`src/verilog/tlu_event_pkg.sv`:
```
/*
 * TLU event package
 * Timestamp, trigger number, FIFO word layout and the status and
 * error flag groups reported by the controller.
 */

package tlu_event_pkg;

    typedef logic [30:0] timestamp_t;

    typedef logic [31:0] trigger_number_t;

    // one word towards the readout FIFO, marker flags a trigger word
    typedef struct packed {
        logic        marker;
        logic [30:0] payload;
    } fifo_word_t;

    typedef struct packed {
        logic busy;
        logic clock_enable;
        logic veto;
    } tlu_status_t;

    typedef struct packed {
        logic accept_error;
        logic low_timeout_error;
    } tlu_error_t;

endpackage

```
`src/verilog/tlu_cfg_pkg.sv`:
```
/*
 * TLU configuration package
 * Trigger mode encoding, the static configuration word and the fixed
 * limits of the serial trigger-number frame.
 */

package tlu_cfg_pkg;

    // trigger handshake modes
    typedef enum logic [1:0] {
        TLU_NO_HANDSHAKE     = 2'd0,
        TLU_NO_HANDSHAKE_ALT = 2'd1,
        TLU_SIMPLE_HANDSHAKE = 2'd2,
        TLU_DATA_HANDSHAKE   = 2'd3
    } tlu_mode_e;

    // static while the controller is enabled
    typedef struct packed {
        tlu_mode_e   mode;
        logic [7:0]  low_timeout;
        logic [4:0]  clock_cycles;
        logic [3:0]  data_delay;
        logic        msb_first;
        logic        disable_veto;
        logic        write_timestamp;
    } tlu_cfg_t;

    // longest serial frame in TLU clock periods
    localparam int TLU_MAX_BITS = 32;

    // minimum delay between clock stop and latch, covers input sync
    localparam int TLU_LATCH_SYNC_CYCLES = 4;

    // clock_cycles of 0 selects a full frame
    function automatic logic [5:0] tlu_frame_bits(input tlu_cfg_t cfg);
        logic [5:0] bits;
        bits = (cfg.clock_cycles == 5'd0) ? 6'(TLU_MAX_BITS) : {1'b0, cfg.clock_cycles};
        return bits;
    endfunction

endpackage
```
`src/verilog/tlu_controller_top.sv`:
```
/*
 * TLU controller top level
 * Connects the handshake FSM, the serial trigger-number capture and
 * the FIFO word output stage.
 */

`timescale 1ns/1ps

module tlu_controller_top
    import tlu_cfg_pkg::*;
    import tlu_event_pkg::*;
#(
    parameter int DIVISOR = 12
) (
    input  logic            CLK,
    input  logic            RESET,
    input  tlu_cfg_t        cfg,
    input  logic            cmd_ready,
    input  logic            ext_start_enable,
    input  logic            ext_veto,
    input  logic            fifo_near_full,
    input  logic            tlu_trigger,
    input  logic            tlu_trigger_flag,
    input  logic            fifo_read,
    output logic            fifo_empty,
    output fifo_word_t      fifo_data,
    output logic            fifo_preempt_req,
    output trigger_number_t trigger_number,
    output logic            trigger_number_ready,
    output logic            cmd_ext_start_flag,
    output tlu_status_t     status,
    output tlu_error_t      errors
);

    logic start_strobe;
    logic latch_strobe;
    logic word_pending;

    tlu_handshake_fsm #(
        .DIVISOR (DIVISOR)
    ) u_fsm (
        .CLK                (CLK),
        .RESET              (RESET),
        .cfg                (cfg),
        .cmd_ready          (cmd_ready),
        .ext_start_enable   (ext_start_enable),
        .ext_veto           (ext_veto),
        .fifo_near_full     (fifo_near_full),
        .tlu_trigger        (tlu_trigger),
        .tlu_trigger_flag   (tlu_trigger_flag),
        .word_pending       (word_pending),
        .cmd_ext_start_flag (cmd_ext_start_flag),
        .start_strobe       (start_strobe),
        .latch_strobe       (latch_strobe),
        .status             (status),
        .errors             (errors)
    );

    tlu_serial_capture #(
        .DIVISOR (DIVISOR)
    ) u_capture (
        .CLK                  (CLK),
        .tlu_trigger          (tlu_trigger),
        .latch_strobe         (latch_strobe),
        .cfg                  (cfg),
        .trigger_number       (trigger_number),
        .trigger_number_ready (trigger_number_ready)
    );

    tlu_event_output u_output (
        .CLK              (CLK),
        .RESET            (RESET),
        .cfg              (cfg),
        .start_strobe     (start_strobe),
        .latch_strobe     (latch_strobe),
        .trigger_number   (trigger_number),
        .fifo_read        (fifo_read),
        .word_pending     (word_pending),
        .fifo_empty       (fifo_empty),
        .fifo_data        (fifo_data),
        .fifo_preempt_req (fifo_preempt_req)
    );

endmodule

```
`src/verilog/tlu_event_output.sv`:
```
/*
 * TLU event output
 * Free-running timestamp, capture at trigger start and the single
 * word offered to the readout FIFO together with its preempt request.
 */

`timescale 1ns/1ps

module tlu_event_output
    import tlu_cfg_pkg::*;
    import tlu_event_pkg::*;
(
    input  logic            CLK,
    input  logic            RESET,
    input  tlu_cfg_t        cfg,
    input  logic            start_strobe,
    input  logic            latch_strobe,
    input  trigger_number_t trigger_number,
    input  logic            fifo_read,
    output logic            word_pending,
    output logic            fifo_empty,
    output fifo_word_t      fifo_data,
    output logic            fifo_preempt_req
);

    timestamp_t timestamp;
    timestamp_t timestamp_data;
    logic       data_mode;
    logic       set_pending;
    logic       set_preempt;

    assign data_mode = (cfg.mode == TLU_DATA_HANDSHAKE);

    // trigger number is ready one cycle after the latch, same as this flag
    assign set_pending = (start_strobe && cfg.write_timestamp && !data_mode) || latch_strobe;
    assign set_preempt = start_strobe && (data_mode || cfg.write_timestamp);

    always_ff @(posedge CLK)
    begin
        if (RESET)
            timestamp <= '0;
        else
            timestamp <= timestamp + 31'd1;
    end

    always_ff @(posedge CLK)
    begin
        if (start_strobe)
            timestamp_data <= timestamp;
    end

    always_ff @(posedge CLK)
    begin
        if (RESET)
        begin
            word_pending     <= 1'b0;
            fifo_preempt_req <= 1'b0;
        end
        else
        begin
            if (set_pending)
                word_pending <= 1'b1;
            else if (fifo_read)
                word_pending <= 1'b0;

            if (set_preempt)
                fifo_preempt_req <= 1'b1;
            else if (fifo_read)
                fifo_preempt_req <= 1'b0;
        end
    end

    assign fifo_empty = ~word_pending;

    always_comb
    begin
        fifo_data.marker  = 1'b1;
        fifo_data.payload = data_mode ? trigger_number[30:0] : timestamp_data;
    end

    a_no_double_pending: assert property (
        @(posedge CLK) disable iff (RESET) set_pending |-> !word_pending
    ) else $error("new FIFO word while previous word still pending");

endmodule

```
`src/verilog/tlu_serial_capture.sv`:
```
/*
 * TLU serial capture
 * Oversamples the trigger line into a shift register and, on the
 * latch strobe, picks one sample per TLU clock period to rebuild
 * the trigger number in the configured bit order.
 */

`timescale 1ns/1ps

module tlu_serial_capture
    import tlu_cfg_pkg::*;
    import tlu_event_pkg::*;
#(
    parameter int DIVISOR = 12
) (
    input  logic            CLK,
    input  logic            tlu_trigger,
    input  logic            latch_strobe,
    input  tlu_cfg_t        cfg,
    output trigger_number_t trigger_number,
    output logic            trigger_number_ready
);

    localparam int SR_W = TLU_MAX_BITS * DIVISOR;

    logic [SR_W-1:0]         sample_sr;
    logic [TLU_MAX_BITS-1:0] slot_bits;
    logic [5:0]              nbits;
    trigger_number_t         extracted;

    assign nbits = tlu_frame_bits(cfg);

    // one sample of the line per CLK cycle
    always_ff @(posedge CLK)
    begin
        sample_sr <= {sample_sr[SR_W-2:0], tlu_trigger};
    end

    // slot 0 is the most recent TLU clock period, mid-slot sample
    always_comb
    begin
        for (int s = 0; s < TLU_MAX_BITS; s++)
            slot_bits[s] = sample_sr[s * DIVISOR + DIVISOR / 2];
    end

    // earliest slot of the frame carries no data and is dropped
    always_comb
    begin
        extracted = '0;
        for (int n = 0; n < TLU_MAX_BITS - 1; n++)
        begin
            if (n < int'(nbits) - 1)
            begin
                if (cfg.msb_first)
                    extracted[n] = slot_bits[n];
                else
                    extracted[n] = slot_bits[int'(nbits) - 2 - n];
            end
        end
    end

    always_ff @(posedge CLK)
    begin
        trigger_number_ready <= latch_strobe;
        if (latch_strobe)
            trigger_number <= extracted;
    end

    a_single_latch: assert property (
        @(posedge CLK) latch_strobe |=> !latch_strobe
    ) else $error("latch strobe held for more than one cycle");

endmodule

```
`src/verilog/tlu_handshake_fsm.sv`:
```
/*
 * TLU handshake FSM
 * Accepts a trigger, pulses the start flag to the command block and
 * runs the mode dependent handshake: wait for trigger low, send the
 * TLU clock and latch the serial trigger number. Drives busy, veto,
 * clock enable and the two error flags.
 */

`timescale 1ns/1ps

module tlu_handshake_fsm
    import tlu_cfg_pkg::*;
    import tlu_event_pkg::*;
#(
    parameter int DIVISOR = 12
) (
    input  logic        CLK,
    input  logic        RESET,
    input  tlu_cfg_t    cfg,
    input  logic        cmd_ready,
    input  logic        ext_start_enable,
    input  logic        ext_veto,
    input  logic        fifo_near_full,
    input  logic        tlu_trigger,
    input  logic        tlu_trigger_flag,
    input  logic        word_pending,
    output logic        cmd_ext_start_flag,
    output logic        start_strobe,
    output logic        latch_strobe,
    output tlu_status_t status,
    output tlu_error_t  errors
);

    localparam int CLK_CNT_W = $clog2(TLU_MAX_BITS * DIVISOR + 1);

    typedef enum logic [2:0] {
        IDLE              = 3'd0,
        WAIT_TRIGGER_LOW  = 3'd1,
        SEND_TLU_CLOCK    = 3'd2,
        WAIT_BEFORE_LATCH = 3'd3,
        LATCH_DATA        = 3'd4,
        WAIT_DATA_SAVED   = 3'd5
    } tlu_state_e;

    tlu_state_e state;
    tlu_state_e next;

    logic [7:0]           low_cnt;
    logic [CLK_CNT_W-1:0] clk_cnt;
    logic [CLK_CNT_W-1:0] clk_target;
    logic [4:0]           delay_cnt;
    logic [4:0]           delay_target;
    logic                 accept;
    logic                 line_mode;
    logic                 veto_cond;

    // modes 2 and 3 start on the trigger line itself
    assign line_mode = (cfg.mode == TLU_SIMPLE_HANDSHAKE) || (cfg.mode == TLU_DATA_HANDSHAKE);

    assign accept = cmd_ready && ext_start_enable && !ext_veto &&
                    (tlu_trigger_flag || (tlu_trigger && line_mode));

    assign veto_cond = !ext_start_enable || (fifo_near_full && !cfg.disable_veto);

    assign clk_target   = CLK_CNT_W'(tlu_frame_bits(cfg)) * CLK_CNT_W'(DIVISOR);
    assign delay_target = 5'(cfg.data_delay) + 5'(TLU_LATCH_SYNC_CYCLES);

    // start flag doubles as the internal start strobe
    assign start_strobe = cmd_ext_start_flag;

    always_comb
    begin
        next = state;
        case (state)
            IDLE:
                if (accept)
                    next = WAIT_TRIGGER_LOW;
            WAIT_TRIGGER_LOW:
            begin
                if (!line_mode)
                    next = WAIT_DATA_SAVED;
                else if (!tlu_trigger || errors.low_timeout_error)
                    next = (cfg.mode == TLU_DATA_HANDSHAKE) ? SEND_TLU_CLOCK : WAIT_DATA_SAVED;
            end
            SEND_TLU_CLOCK:
                if (clk_cnt == clk_target)
                    next = WAIT_BEFORE_LATCH;
            WAIT_BEFORE_LATCH:
                if (delay_cnt == delay_target)
                    next = LATCH_DATA;
            LATCH_DATA:
                next = WAIT_DATA_SAVED;
            WAIT_DATA_SAVED:
                if (!word_pending && cmd_ready)
                    next = IDLE;
            default:
                next = IDLE;
        endcase
    end

    // outputs follow the next state so they line up with the transition
    always_ff @(posedge CLK)
    begin
        if (RESET)
        begin
            state              <= IDLE;
            low_cnt            <= '0;
            clk_cnt            <= '0;
            delay_cnt          <= '0;
            cmd_ext_start_flag <= 1'b0;
            latch_strobe       <= 1'b0;
            status             <= '0;
            errors             <= '0;
        end
        else
        begin
            state              <= next;
            cmd_ext_start_flag <= (state == IDLE) && (next == WAIT_TRIGGER_LOW);
            latch_strobe       <= (next == LATCH_DATA);

            status.busy         <= (next != IDLE);
            status.clock_enable <= (next == SEND_TLU_CLOCK);
            status.veto         <= veto_cond && ((next == IDLE) || (next == LATCH_DATA) ||
                                                 (next == WAIT_DATA_SAVED));

            // counters run only while their state is held
            low_cnt   <= (next == WAIT_TRIGGER_LOW) ? low_cnt + 8'd1 : 8'd0;
            clk_cnt   <= (next == SEND_TLU_CLOCK) ? clk_cnt + 1'b1 : '0;
            delay_cnt <= (next == WAIT_BEFORE_LATCH) ? delay_cnt + 5'd1 : 5'd0;

            if (next == IDLE)
            begin
                errors.accept_error      <= tlu_trigger && ext_start_enable;
                errors.low_timeout_error <= 1'b0;
            end
            else if ((next == WAIT_TRIGGER_LOW) && (cfg.low_timeout != 8'd0) &&
                     (low_cnt == cfg.low_timeout))
            begin
                // sticky until back in idle
                errors.low_timeout_error <= 1'b1;
            end
        end
    end

    a_clock_needs_busy: assert property (
        @(posedge CLK) disable iff (RESET) status.clock_enable |-> status.busy
    ) else $error("TLU clock enabled while not busy");

    a_latch_mode3: assert property (
        @(posedge CLK) disable iff (RESET) latch_strobe |-> (cfg.mode == TLU_DATA_HANDSHAKE)
    ) else $error("latch strobe outside data handshake mode");

    a_state_legal: assert property (
        @(posedge CLK) disable iff (RESET)
        state inside {IDLE, WAIT_TRIGGER_LOW, SEND_TLU_CLOCK, WAIT_BEFORE_LATCH,
                      LATCH_DATA, WAIT_DATA_SAVED}
    ) else $error("FSM in illegal state");

endmodule

```
`config.mk`:
```
export PLATFORM = sky130hd
export DESIGN_NAME = tlu_controller_top
export DESIGN_NICKNAME = d
export VERILOG_FILES = /design/src/verilog/tlu_event_pkg.sv /design/src/verilog/tlu_cfg_pkg.sv /design/src/verilog/tlu_controller_top.sv /design/src/verilog/tlu_event_output.sv /design/src/verilog/tlu_serial_capture.sv /design/src/verilog/tlu_handshake_fsm.sv
export SDC_FILE = /design/constraint.sdc
export NUM_CORES = 1
export LEC_CHECK = 0
export BUFFER_PORTS_ARGS = -buffer_cell sky130_fd_sc_hd__buf_2
export CAP_MARGIN = 20
export CELL_PAD_IN_SITES_DETAIL_PLACEMENT = 2
export CELL_PAD_IN_SITES_GLOBAL_PLACEMENT = 2
export CORE_ASPECT_RATIO = 0.8
export CORE_MARGIN = 2
export CORE_UTILIZATION = 42
export DETAILED_ROUTE_END_ITERATION = 7
export HOLD_SLACK_MARGIN = 0.06
export PLACE_DENSITY_LB_ADDON = 0.1
export REMOVE_ABC_BUFFERS = 1
export SLEW_MARGIN = 20
export SYNTH_ARGS = -nofsm -noshare
export SYNTH_HDL_FRONTEND = slang
export SYNTH_SLANG_ARGS = --single-unit
```
`constraint.sdc`:
```
create_clock -name CLK -period 5.5 [get_ports CLK]
set_clock_uncertainty 0.15 [all_clocks]
set_input_delay 0.275 -clock CLK [delete_from_list [all_inputs] [get_ports CLK]]
set_output_delay 0.275 -clock CLK [all_outputs]
set_load 0.02 [all_outputs]
```
# == Word level (Yosys, flattened, before mapping) ==
# Index checks and enable logic that the tools add are counted.
# totals
reg_bits,507
latch_bits,0
ramBits,0
romBits,0
out_inout_bits,73
memories,0
# op_classes
n_addsub,37
n_mul,1
n_div,0
n_lt_le_gt_ge,62
eq_ne,15
shift,0
muxes,137
bitwise_logic,4
n_reduce_logical,39
# ops
cell,n
$lt 32x7->1 const B,31
$lt 6x32->1 const A,15
$sub 32x6->32 const B,15
$lt 5x32->1 const A,8
$sub 32x5->32 const B,8
$bmux 1 s5,31
$lt 4x32->1 const A,4
$sub 32x4->32 const B,4
$mux 1,96
$lt 3x32->1 const A,2
$sub 32x3->32 const B,2
$lt 1x32->1 const A,1
$lt 2x32->1 const A,1
$sub 32x2->32 const B,1
$add 31x1->31 const B,1
$mux 31,1
$mux 3,7
$pmux 3 s6,1
$logic_and 1x1->1,14
$eq 3x2->1 const B,4
$eq 3x3->1 const B,4
$add 9x1->9 const B,1
$eq 9x9->1,1
$add 8x1->8 const B,1
other kinds (19),41

# == Depth between registers and ports, before layout ==
# Gate-level depths: netlist of the first run.
# depth
depth_word,11
mapped_depth,18
depth_no_buf,14

# == Modules after synthesis ==
# Synthesis of the first run repeated with hierarchy kept, for this count alone.
# hier_totals
cells_unflattened,1181
hier_area_um2,16707.3
# by_module_without_submodules
mod,instances,cells_each,area_each_um2,seq_area_each_um2
tlu_serial_capture,1,742,12036.5,8538.2
tlu_event_output,1,242,2795.2,1591.5
tlu_handshake_fsm,1,197,1875.5,640.6

# == Worst setup path before layout of the first run ==
# Ideal clock, no wire load.
# synth_timing
path_kind,in2reg
from,input cfg[7] (netlist bit)
to,register u_capture.trigger_number[17] (data pin)
arrival_time_ns,3.854
t_required_ns,5.072
setup_slack_ns,1.218
stages,16
cell_sequence,buf_2 > inv_1 > ha_1 > buf_6 > or4b_1 > buf_6 > nand2_2 > buf_2 > ha_1 > xor2_4 > inv_2 > xnor2_1 > mux4_2 > mux2_2 > nor2_1 > a211oi_1
# synth_between
elab_chain_len,8
elab_cells_between_ends,10
classes_between,add/sub (3); order compare (1); mux (5); reduce/logical (1)
# synth_rtl
item,line,text
"start, declared",tlu_controller_top.sv:17,"input tlu_cfg_t cfg,"
$logic_not 5->1,tlu_cfg_pkg.sv:37,"bits = (cfg.clock_cycles == 5'd0) ? 6'(TLU_MAX_BITS) : {1'b0, cfg.clock_cycles};"
$mux 6 *,tlu_cfg_pkg.sv:37,
$sub 6x2->7,tlu_serial_capture.sv:57,extracted[n] = slot_bits[int'(nbits) - 2 - n];
$sub 32x6->32,tlu_serial_capture.sv:57,
$bmux 1 s5,tlu_serial_capture.sv:57,
$mux 1 (implied by the code) (2 in series),tlu_serial_capture.sv:57,
$mux 1,tlu_serial_capture.sv:54,if (cfg.msb_first)
"end signal, assigned",tlu_serial_capture.sv:66,trigger_number <= extracted;
"end, declared",tlu_serial_capture.sv:20,"output trigger_number_t trigger_number,"
# Every way passes the cells marked *; elsewhere a longest branch is shown, timed or not. The select of a mux whose other input is x is not followed.
# A chain may end at the register's enable or synchronous reset.

# == Worst setup path after layout of the first run ==
# layout_timing
from,input cfg[8] (netlist bit)
to,register u_capture.trigger_number[5] (data pin)
# layout_between
elab_chain_len,8
elab_cells_between_ends,10
classes_between,add/sub (3); order compare (1); mux (5); reduce/logical (1)
# layout_rtl
item,line
$logic_not 5->1,tlu_cfg_pkg.sv:37
$mux 6 *,tlu_cfg_pkg.sv:37
$sub 6x2->7,tlu_serial_capture.sv:57
$sub 32x4->32,tlu_serial_capture.sv:57
$bmux 1 s5,tlu_serial_capture.sv:57
$mux 1 (implied by the code) (2 in series),tlu_serial_capture.sv:57
$mux 1,tlu_serial_capture.sv:54
# Marked as above.

==> results of run 1 <==
## through the flow
stage / hold slack [ns] / cell area [µm²] / setup slack (ns) / utilization / std cells
2_1_floorplan: 0.153 / 16100 / 0.794 / - / 1189
3_3_place_gp: 0.160 / 17400 / 1.09 / 0.454 / 1802
3_5_place_dp: 0.163 / 17400 / 0.943 / 0.454 / 1802
4_1_cts: 0.149 / 19000 / 1.56 / 0.496 / 1894
5_1_grt: 0.170 / 19000 / 1.31 / 0.496 / 1894
6_report: 0.166 / 19000 / 1.51 / 0.496 / 1895
## cell usage in the layout (no fill, tap or decap), drive strengths merged, types with 36 or more instances in the layout
cell type / instances
buf: 118
mux4: 41
dfxtp: 445
edfxtp: 62
nand2: 46
mux2: 38
mux2i: 36
xnor2: 41
clkbuf: 72
nor2: 83
a21oi: 58
xor2: 47
## worst paths after layout
path	from	depth (start not counted)	endpoint	slack, ns
max	cfg[8]	13	u_capture.trigger_number[5]	1.51
min	u_capture.sample_sr[266]	0	u_capture.sample_sr[267]	0.17
max reg2reg	u_capture.sample_sr[30]	6	u_capture.trigger_number[14]	2.62
min reg2reg	u_capture.sample_sr[266]	0	u_capture.sample_sr[267]	0.17
## what timing repair did
item | CTS | global route
setup endpoints to repair | 0 | 0
endpoints found under the hold margin | 5 | 0
hold buffers | 7 | 0
## area by class of cell
class                           instances  area (µm²)
Antenna cell                            1        2.50
Clock buffer                           72        1440
Clock inverter                         13         119
Fill cell                            3645       19300
Inverter                               34         128
Multi-Input combinational cell        648        5220
Sequential cell                       507       10800
Tap cell                              495         619
Timing Repair Buffer                  125         703
## registers in the layout, indices dropped and copies added (netlist names)
name / cells
u_capture.sample_sr: 379
u_capture.trigger_number: 31
u_output.timestamp: 31
u_output.timestamp_data: 31
u_fsm.clk_cnt: 9
u_fsm.low_cnt: 8
u_fsm.delay_cnt: 5
u_fsm.state: 3
u_fsm.status: 3
u_fsm.errors: 2
u_capture.trigger_number_ready: 1
u_fsm.cmd_ext_start_flag: 1
u_fsm.latch_strobe: 1
u_output.fifo_preempt_req: 1
u_output.word_pending: 1
## power by group
group	total, µW	switching, µW	internal (µW)	leakage (µW)
clock network	3220	1400	1820	0.000760
registers	3840	32.8	3800	0.00418
logic	623	384	239	0.00239
total	7680	1820	5860	0.00733
## routing by layer
| metal | vias to the layer above | routed length, µm | track usage |
|---|---|---|---|
| li1 | 4613 | - | - |
| met1 | 5160 | 20700 | 0.317 |
| met2 | 290 | 20500 | 0.356 |
| met3 | 77 | 2210 | 0.0346 |
| met4 | 0 | 947 | 0.0567 |
| met5 | - | 0 | 0 |
## logic make-up (layout without fill, tap and decap cells)
kind of cell,count (synthesis),in the layout,synth area share
flip-flops,507,507,0.660
AND/OR/NAND/NOR,236,236,0.0690
AO/OA/AOI/OAI,182,182,0.0758
multiplexers,115,115,0.105
XOR/XNOR,88,88,0.0488
buffers and inverters,79,244,0.0220
adder cells (fa/ha/maj),25,25,0.0196
other,2,3,0.000460
==> summary.md, run 1 <==
| Metric | Value |
|---|---|
| Starting Density | `0.427` |
| Crit path largest cell delay | `0.68 ns` |
| Largest cells by area after synthesis | `dfxtp_1 55%, edfxtp_1 11%, mux4_2 5.7%` |
| Max_cap viols | `0` |
| Clk sink count | `507` |
| CP Class | `in2reg` |
| Final worst path period share | `0.725` |
| CTS root buffer | `clkbuf_16` |
| Max VDD drop | `308 µV` |
| Register area share after synthesis | `0.660` |
| Top_reg_cell synth | `dfxtp_1` |
| Ys Warns | `0` |
| Clock-pin transition on the worst setup and hold timing paths | `0.07 ns` |
| Via count | `around 10,000` |
| Synth Cell Area | `between 15,000 and 20,000 µm²` |
| Tot Pwr | `7680 µW` |
| Core Rows | `64` |
| Final Slew Violations | `0` |
| Post-CTS setup buffer count | `0` |
| Commonest cells in the netlist | `445 x dfxtp_1, 83 x nor2_1, 62 x edfxtp_1` |
| Gate Count Post-Synth | `between 1,000 and 1,500` |
| Initial antenna violation count | `5` |
| Critical Path End Type | `flip-flop` |
| PostCTS Resize Cnt | `0` |
| Worst setup SP type | `primary input` |
| DRT Wirelength | `about 44,000 µm` |
| Crit-path cells | `buf_2 > clkinv_1 > ha_1 > or4b_1 > nand2_2 > buf_4 > ha_1 > buf_4 > xor2_1 > mux4_2 > or3_1 > o221ai_1 > a21oi_1` |
| Worst rel slew slack | `0.302` |
| Total grt overflow | `0` |
| Setup TNS | `0 ns` |
| CP Buf/Inv Count | `4` |
| Total CTS buffers | `48` |
| Clk buf depth | `3` |
| Worst-path fanout max | `23` |
| Cell taking the most area after synthesis | `dfxtp_1` |
| First-pass GRT wire length | `68,100 µm` |
| DR DRC count | `0` |
| Lkg Pwr | `0.00733 µW` |
| H-tree Lvls | `2` |
| Die ar. | `40,500 µm²` |
| Nets | `~1,400` |
| Routed len/inst | `approximately 23 µm` |
| Setup violations, final | `0` |
| Crit path max-delay family | `simple AND/OR/NAND/NOR gates` |
| RSZ-0062 raised after global routing | `no` |
| I/O Pins | `104` |
| Gpl congestion | `~0.87` |
| Worst path arrival time | `slightly above 4 ns` |
| PortBufs | `101` |
| CORE AREA | `about 38,000 µm²` |
| CTS tree | `done` |
| Average via count per standard cell | `about 5.4` |
| Antenna viol nets, final | `0` |
| Measured slew at the worst slew-check pin | `1.05 ns` |
| Die span in x | `224 µm` |
| DRT iter0 DRCs | `830` |
| Avg Inst Size Synth | `13.2 µm²` |
| Outcome | `completed` |
| Share of cells above drive strength 1 | `0.208` |
| Synth cell types | `73` |
| Layout area overhead | `16.3%` |
| Vias in the first global route | `10,800` |
| Pwr/cell area | `between 400 and 500 nW/µm²` |
| Period minus WS final | `between 3 and 4 ns` |
| Fmax | `251 MHz` |
| CP required | `between 5 and 6 ns` |
| DR pass1 iterations | `5` |
| Post-synth top area share | `0.546` |
| Hold crit path type | `reg2reg` |
| Post-synth EDFFs | `62` |
| Slowest-stage cell, CP | `xor2_1` |
| Synth async-reset ratio | `0` |
| GRT Resource Usage Total | `0.223` |
| Hpwl dp | `30,400 µm` |
| Most frequent cell after synthesis | `dfxtp_1` |
| Worst-Skew Late Latency | `just under 0.6 ns` |
| Die H | `180 µm` |
| #FFs+latches synth | `507` |
| Largest net degree at the start of global routing | `41` |
| Number of hold violations in the final report | `0` |
No activity file was read; power rests on OpenSTA's default activity.
==> run 2, diff against run 1 <==
--- a/config.mk
+++ b/config.mk
@@ -5,13 +5,14 @@
 export SDC_FILE = /design/constraint.sdc
 export NUM_CORES = 1
 export LEC_CHECK = 0
+export ABC_AREA = 1
 export BUFFER_PORTS_ARGS = -buffer_cell sky130_fd_sc_hd__buf_2
 export CAP_MARGIN = 20
 export CELL_PAD_IN_SITES_DETAIL_PLACEMENT = 2
 export CELL_PAD_IN_SITES_GLOBAL_PLACEMENT = 2
 export CORE_ASPECT_RATIO = 0.8
 export CORE_MARGIN = 2
-export CORE_UTILIZATION = 42
+export CORE_UTILIZATION = 38
 export DETAILED_ROUTE_END_ITERATION = 7
 export HOLD_SLACK_MARGIN = 0.06
 export PLACE_DENSITY_LB_ADDON = 0.1
==> constraint.sdc (replaced) <==
create_clock -name CLK -period 3.7 [get_ports CLK]
set_clock_uncertainty 0.15 [all_clocks]
set_input_delay 0.185 -clock CLK [delete_from_list [all_inputs] [get_ports CLK]]
set_output_delay 0.185 -clock CLK [all_outputs]
set_load 0.02 [all_outputs]
==> run 2 against run 1 <==
Compared with the run above: global-route usage rose by 2.3 points; clock-buffer cell count fell by 6; combinational power rose by 91%; sequential power rose by 49%; critical path depth did not move; non-clock buffer count rose by 19; synthesized area rose by 2.8%.
==> summary.md, run 2 <==
| Metric | Value |
|---|---|
| Tot Pwr | `11,900 µW (+55%)` |
| Final Slew Violations | `0 (unchanged)` |
| Clk sink count | `507 (unchanged)` |
| Cell taking the most area after synthesis | `dfxtp_1` |
| Switching Share | `0.262 (+0.0258)` |
| Die span in x | `239 µm (+6.5%)` |
| Setup violations, final | `0 (unchanged)` |
| Synth async-reset ratio | `0 (unchanged)` |
| Post-CTS setup buffer count | `0 (unchanged)` |
| DR pass1 iterations | `6 (+1)` |
| Most frequent cell after synthesis | `dfxtp_1` |
| Average via count per standard cell | `5.22 (-2.4%)` |
| Synth cell types | `46 (-37%)` |
| GRT Resource Usage Total | `0.245 (+0.0227)` |
| Lkg Pwr | `0.00842 µW (+15%)` |
| Outcome | `completed` |
| Via count | `12,900 (+27%)` |
| Worst setup SP type | `primary input` |
| Cell mode on critical path | `nand2_1` |
| CTS tree | `done` |
| Avg Inst Size Synth | `9.71 µm² (-27%)` |
| Most common cell after layout, fill and taps aside | `dfxtp_1` |
| Setup TNS | `0 ns (unchanged)` |
| Worst rel slew slack | `0.428 (+0.127)` |
| Post-synth EDFFs | `62 (unchanged)` |
| Layout area overhead | `17.2%` |
| Die H | `192 µm (+6.4%)` |
| Pwr/cell area | `604 nW/µm² (+50%)` |
| Clk buf depth | `3 (unchanged)` |
| Most frequent cells in the layout | `444 x dfxtp_1, 358 x nand3_1, 295 x nand2_1` |
| Clock-pin transition on the worst setup and hold timing paths | `0.06 ns (about the same)` |
| Initial antenna violation count | `2 (-3)` |
| Gate power share | `0.100 (+0.019)` |
| Total CTS buffers | `49 (+2.1%)` |
| Max VDD drop | `396 µV (+28%)` |
| CP Buf/Inv Count | `5 (+1)` |
| Post-synth top area share | `0.531 (-0.0146)` |
| Critical Path End Type | `flip-flop` |
| Worst path arrival time | `3.34 ns (-0.78 ns)` |
| Largest net degree at the start of global routing | `38 (-7.3%)` |
| Sequential power share | `0.481 (-0.018)` |
| Ys Warns | `0 (unchanged)` |
| Largest cells by area after synthesis | `dfxtp_1 53%, edfxtp_1 11%, nand3_1 11%` |
| Crit path max-delay family | `buffers and inverters` |
| DRT iter0 DRCs | `856 (+3.1%)` |
| Register area share after synthesis | `0.642 (-0.0177)` |
| Share of cells above drive strength 1 | `0.128 (-0.0804)` |
| Nets | `1,922 (+35%)` |
| I/O Pins | `104 (unchanged)` |
| Fillers | `4,553 (+25%)` |
| Slowest-stage cell, CP | `dlygate4sd3_1` |
| Gate Count Post-Synth | `1,728 (+40%)` |
| Gpl congestion | `0.910 (+4.6%)` |
| Period minus WS final | `2.96 ns` |
| Hpwl dp | `39,000 µm (+28%)` |
| Commonest cells in the netlist | `445 x dfxtp_1, 358 x nand3_1, 295 x nand2_1` |
| Reg with most FFs | `u_capture.sample_sr` |
| Antenna viol nets, final | `0 (unchanged)` |
| Measured slew at the worst slew-check pin | `0.856 ns (-0.189 ns)` |
| PortBufs | `101 (unchanged)` |
| CTS root buffer | `clkbuf_16` |
| Max reg flops | `379 (unchanged)` |
| Psw | `3120 µW (+72%)` |
| Synth Cell Area | `16,800 µm² (+2.8%)` |
| Max_cap viols | `0 (unchanged)` |
| CP required | `4.08 ns (-1.55 ns)` |
| DR DRC count | `0 (unchanged)` |
| Worst-Skew Late Latency | `0.61 ns (+0.03 ns)` |
| Starting Density | `0.387 (-0.0399)` |
| RSZ-0062 raised after global routing | `no` |
| DRT Wirelength | `55,700 µm (+26%)` |
| CORE AREA | `43,400 µm² (+13%)` |
| #FFs+latches synth | `507 (unchanged)` |
| Total grt overflow | `0 (unchanged)` |
| CP Class | `in2reg` |
| Core Rows | `68 (+6.3%)` |
| Crit path largest cell delay | `0.57 ns (-0.11 ns)` |
| Routed len/inst | `22.6 µm (-3.4%)` |
| Clock share of power | `0.419 (about the same)` |
| Final worst path period share | `0.800` |
| Top_reg_cell synth | `dfxtp_1` |
| Crit-path cells | `dlygate4sd3_1 > buf_2 > nand2_1 > buf_4 > inv_2 > nand2_1 > o21ai_0 > nand2_1 > a21oi_1 > and2_1 > nand4_1 > dlygate4sd3_1 > a21oi_1` |
| Die ar. | `45,900 µm² (+13%)` |
| First-pass GRT wire length | `84,000 µm (+23%)` |
| Int Power | `8770 µW (+50%)` |
| Number of hold violations in the final report | `0 (unchanged)` |
| H-tree Lvls | `2 (unchanged)` |
| Hold crit path type | `in2reg` |
| Worst-path fanout max | `33 (+43%)` |
| Vias in the first global route | `13,700 (+26%)` |
| Hold slack | `0.0832 ns (-0.0824 ns)` |
| Fmax | `roughly 340 MHz` |
==> run 2: changes by cell type after synthesis, moves of 8 or more <==
cell | before | now
nand2_1 | 44 | 295
mux2i_1 | 36 | 0
o32ai_1 | 8 | 0
xor2_1 | 46 | 35
nor2_1 | 83 | 109
or3_1 | 8 | 0
nand3_1 | 33 | 358
mux4_2 | 41 | 0
mux2_2 | 38 | 0
clkbuf_1 | 19 | 29
inv_1 | 29 | 132
and3_1 | 9 | 1
o22ai_1 | 18 | 1
xnor2_1 | 40 | 16
==> run 2: layout make-up <==
cell class | instances | area, µm² | share of cell area
multi-input combinational | 1018 | 5160 | 0.262
antenna | 1 | 2.50 | 0.000127
sequential | 507 | 10800 | 0.548
clock inverter | 24 | 193 | 0.00980
tap | 560 | 701 | 0.0356
clock buffer | 66 | 1400 | 0.0713
timing repair buffer | 144 | 891 | 0.0453
inverter | 146 | 551 | 0.0280
==> run 2: cell families (layout without fill, tap and decap cells) <==
family,after synthesis,after routing,share of synthesized area
AO/OA/AOI/OAI,106,106,0.0346
XOR/XNOR,51,51,0.0266
adder cells (fa/ha/maj),25,25,0.0191
buffers and inverters,203,380,0.0508
flip-flops,507,507,0.642
other,2,3,0.000448
AND/OR/NAND/NOR,834,834,0.227
==> run 2: path summary, 6_finish.rpt <==
| check | from | to | slack (ns) | cells past startpoint |
|---|---|---|---|---|
| min | cfg[5] | u_fsm.latch_strobe | 0.08 | 8 |
| min reg2reg | u_capture.sample_sr[94] | u_capture.sample_sr[95] | 0.17 | 0 |
| max | cfg[21] | u_fsm.errors[0] | 0.74 | 13 |
| max reg2reg | u_output.timestamp[0] | u_output.timestamp[30] | 1.18 | 12 |
==> run 2: layer usage <==
metal | part of all wire | track usage
met1 | 0.46 | 0.329
met2 | 0.46 | 0.394
met3 | 0.055 | 0.0510
met4 | 0.032 | 0.0875
met5 | 0 | 0
==> run 2: power groups by stage <==
stage	logic, µW	clock network [µW]	registers [µW]
6_report	1190	4990	5720
5_1_grt	1300	5350	5720
4_1_cts	1170	5110	5720
3_5_place_dp	1140	0	5840
3_3_place_gp	1100	0	5830
2_1_floorplan	656	0	5850
==> run 2: through the flow <==
step / instance area [µm²] / worst slack, ns / utilization / std cells
finish: 19700 / 0.740 / 0.453 / 2466
floorplan: 16500 / 0.213 / - / 1671
global placement: 17900 / 0.474 / 0.413 / 2360
detailed placement: 17900 / 0.373 / 0.413 / 2360
CTS: 19700 / 0.739 / 0.453 / 2465
global route: 19700 / 0.453 / 0.453 / 2465
==> run 2: tightest hold or removal path: cells and delay by family <==
family / cells / cell delay (ns)
buffers and inverters: 1 / 0.11
and+or+nand+nor: 6 / 0.41
xor gates and xnor gates: 1 / 0.07
==> run 2: what timing repair did <==
item / 4_1_cts / 5_1_grt
resized for setup: 0 / 0
hold buffers: 15 / 0
hold endpoints to repair: 24 / 0
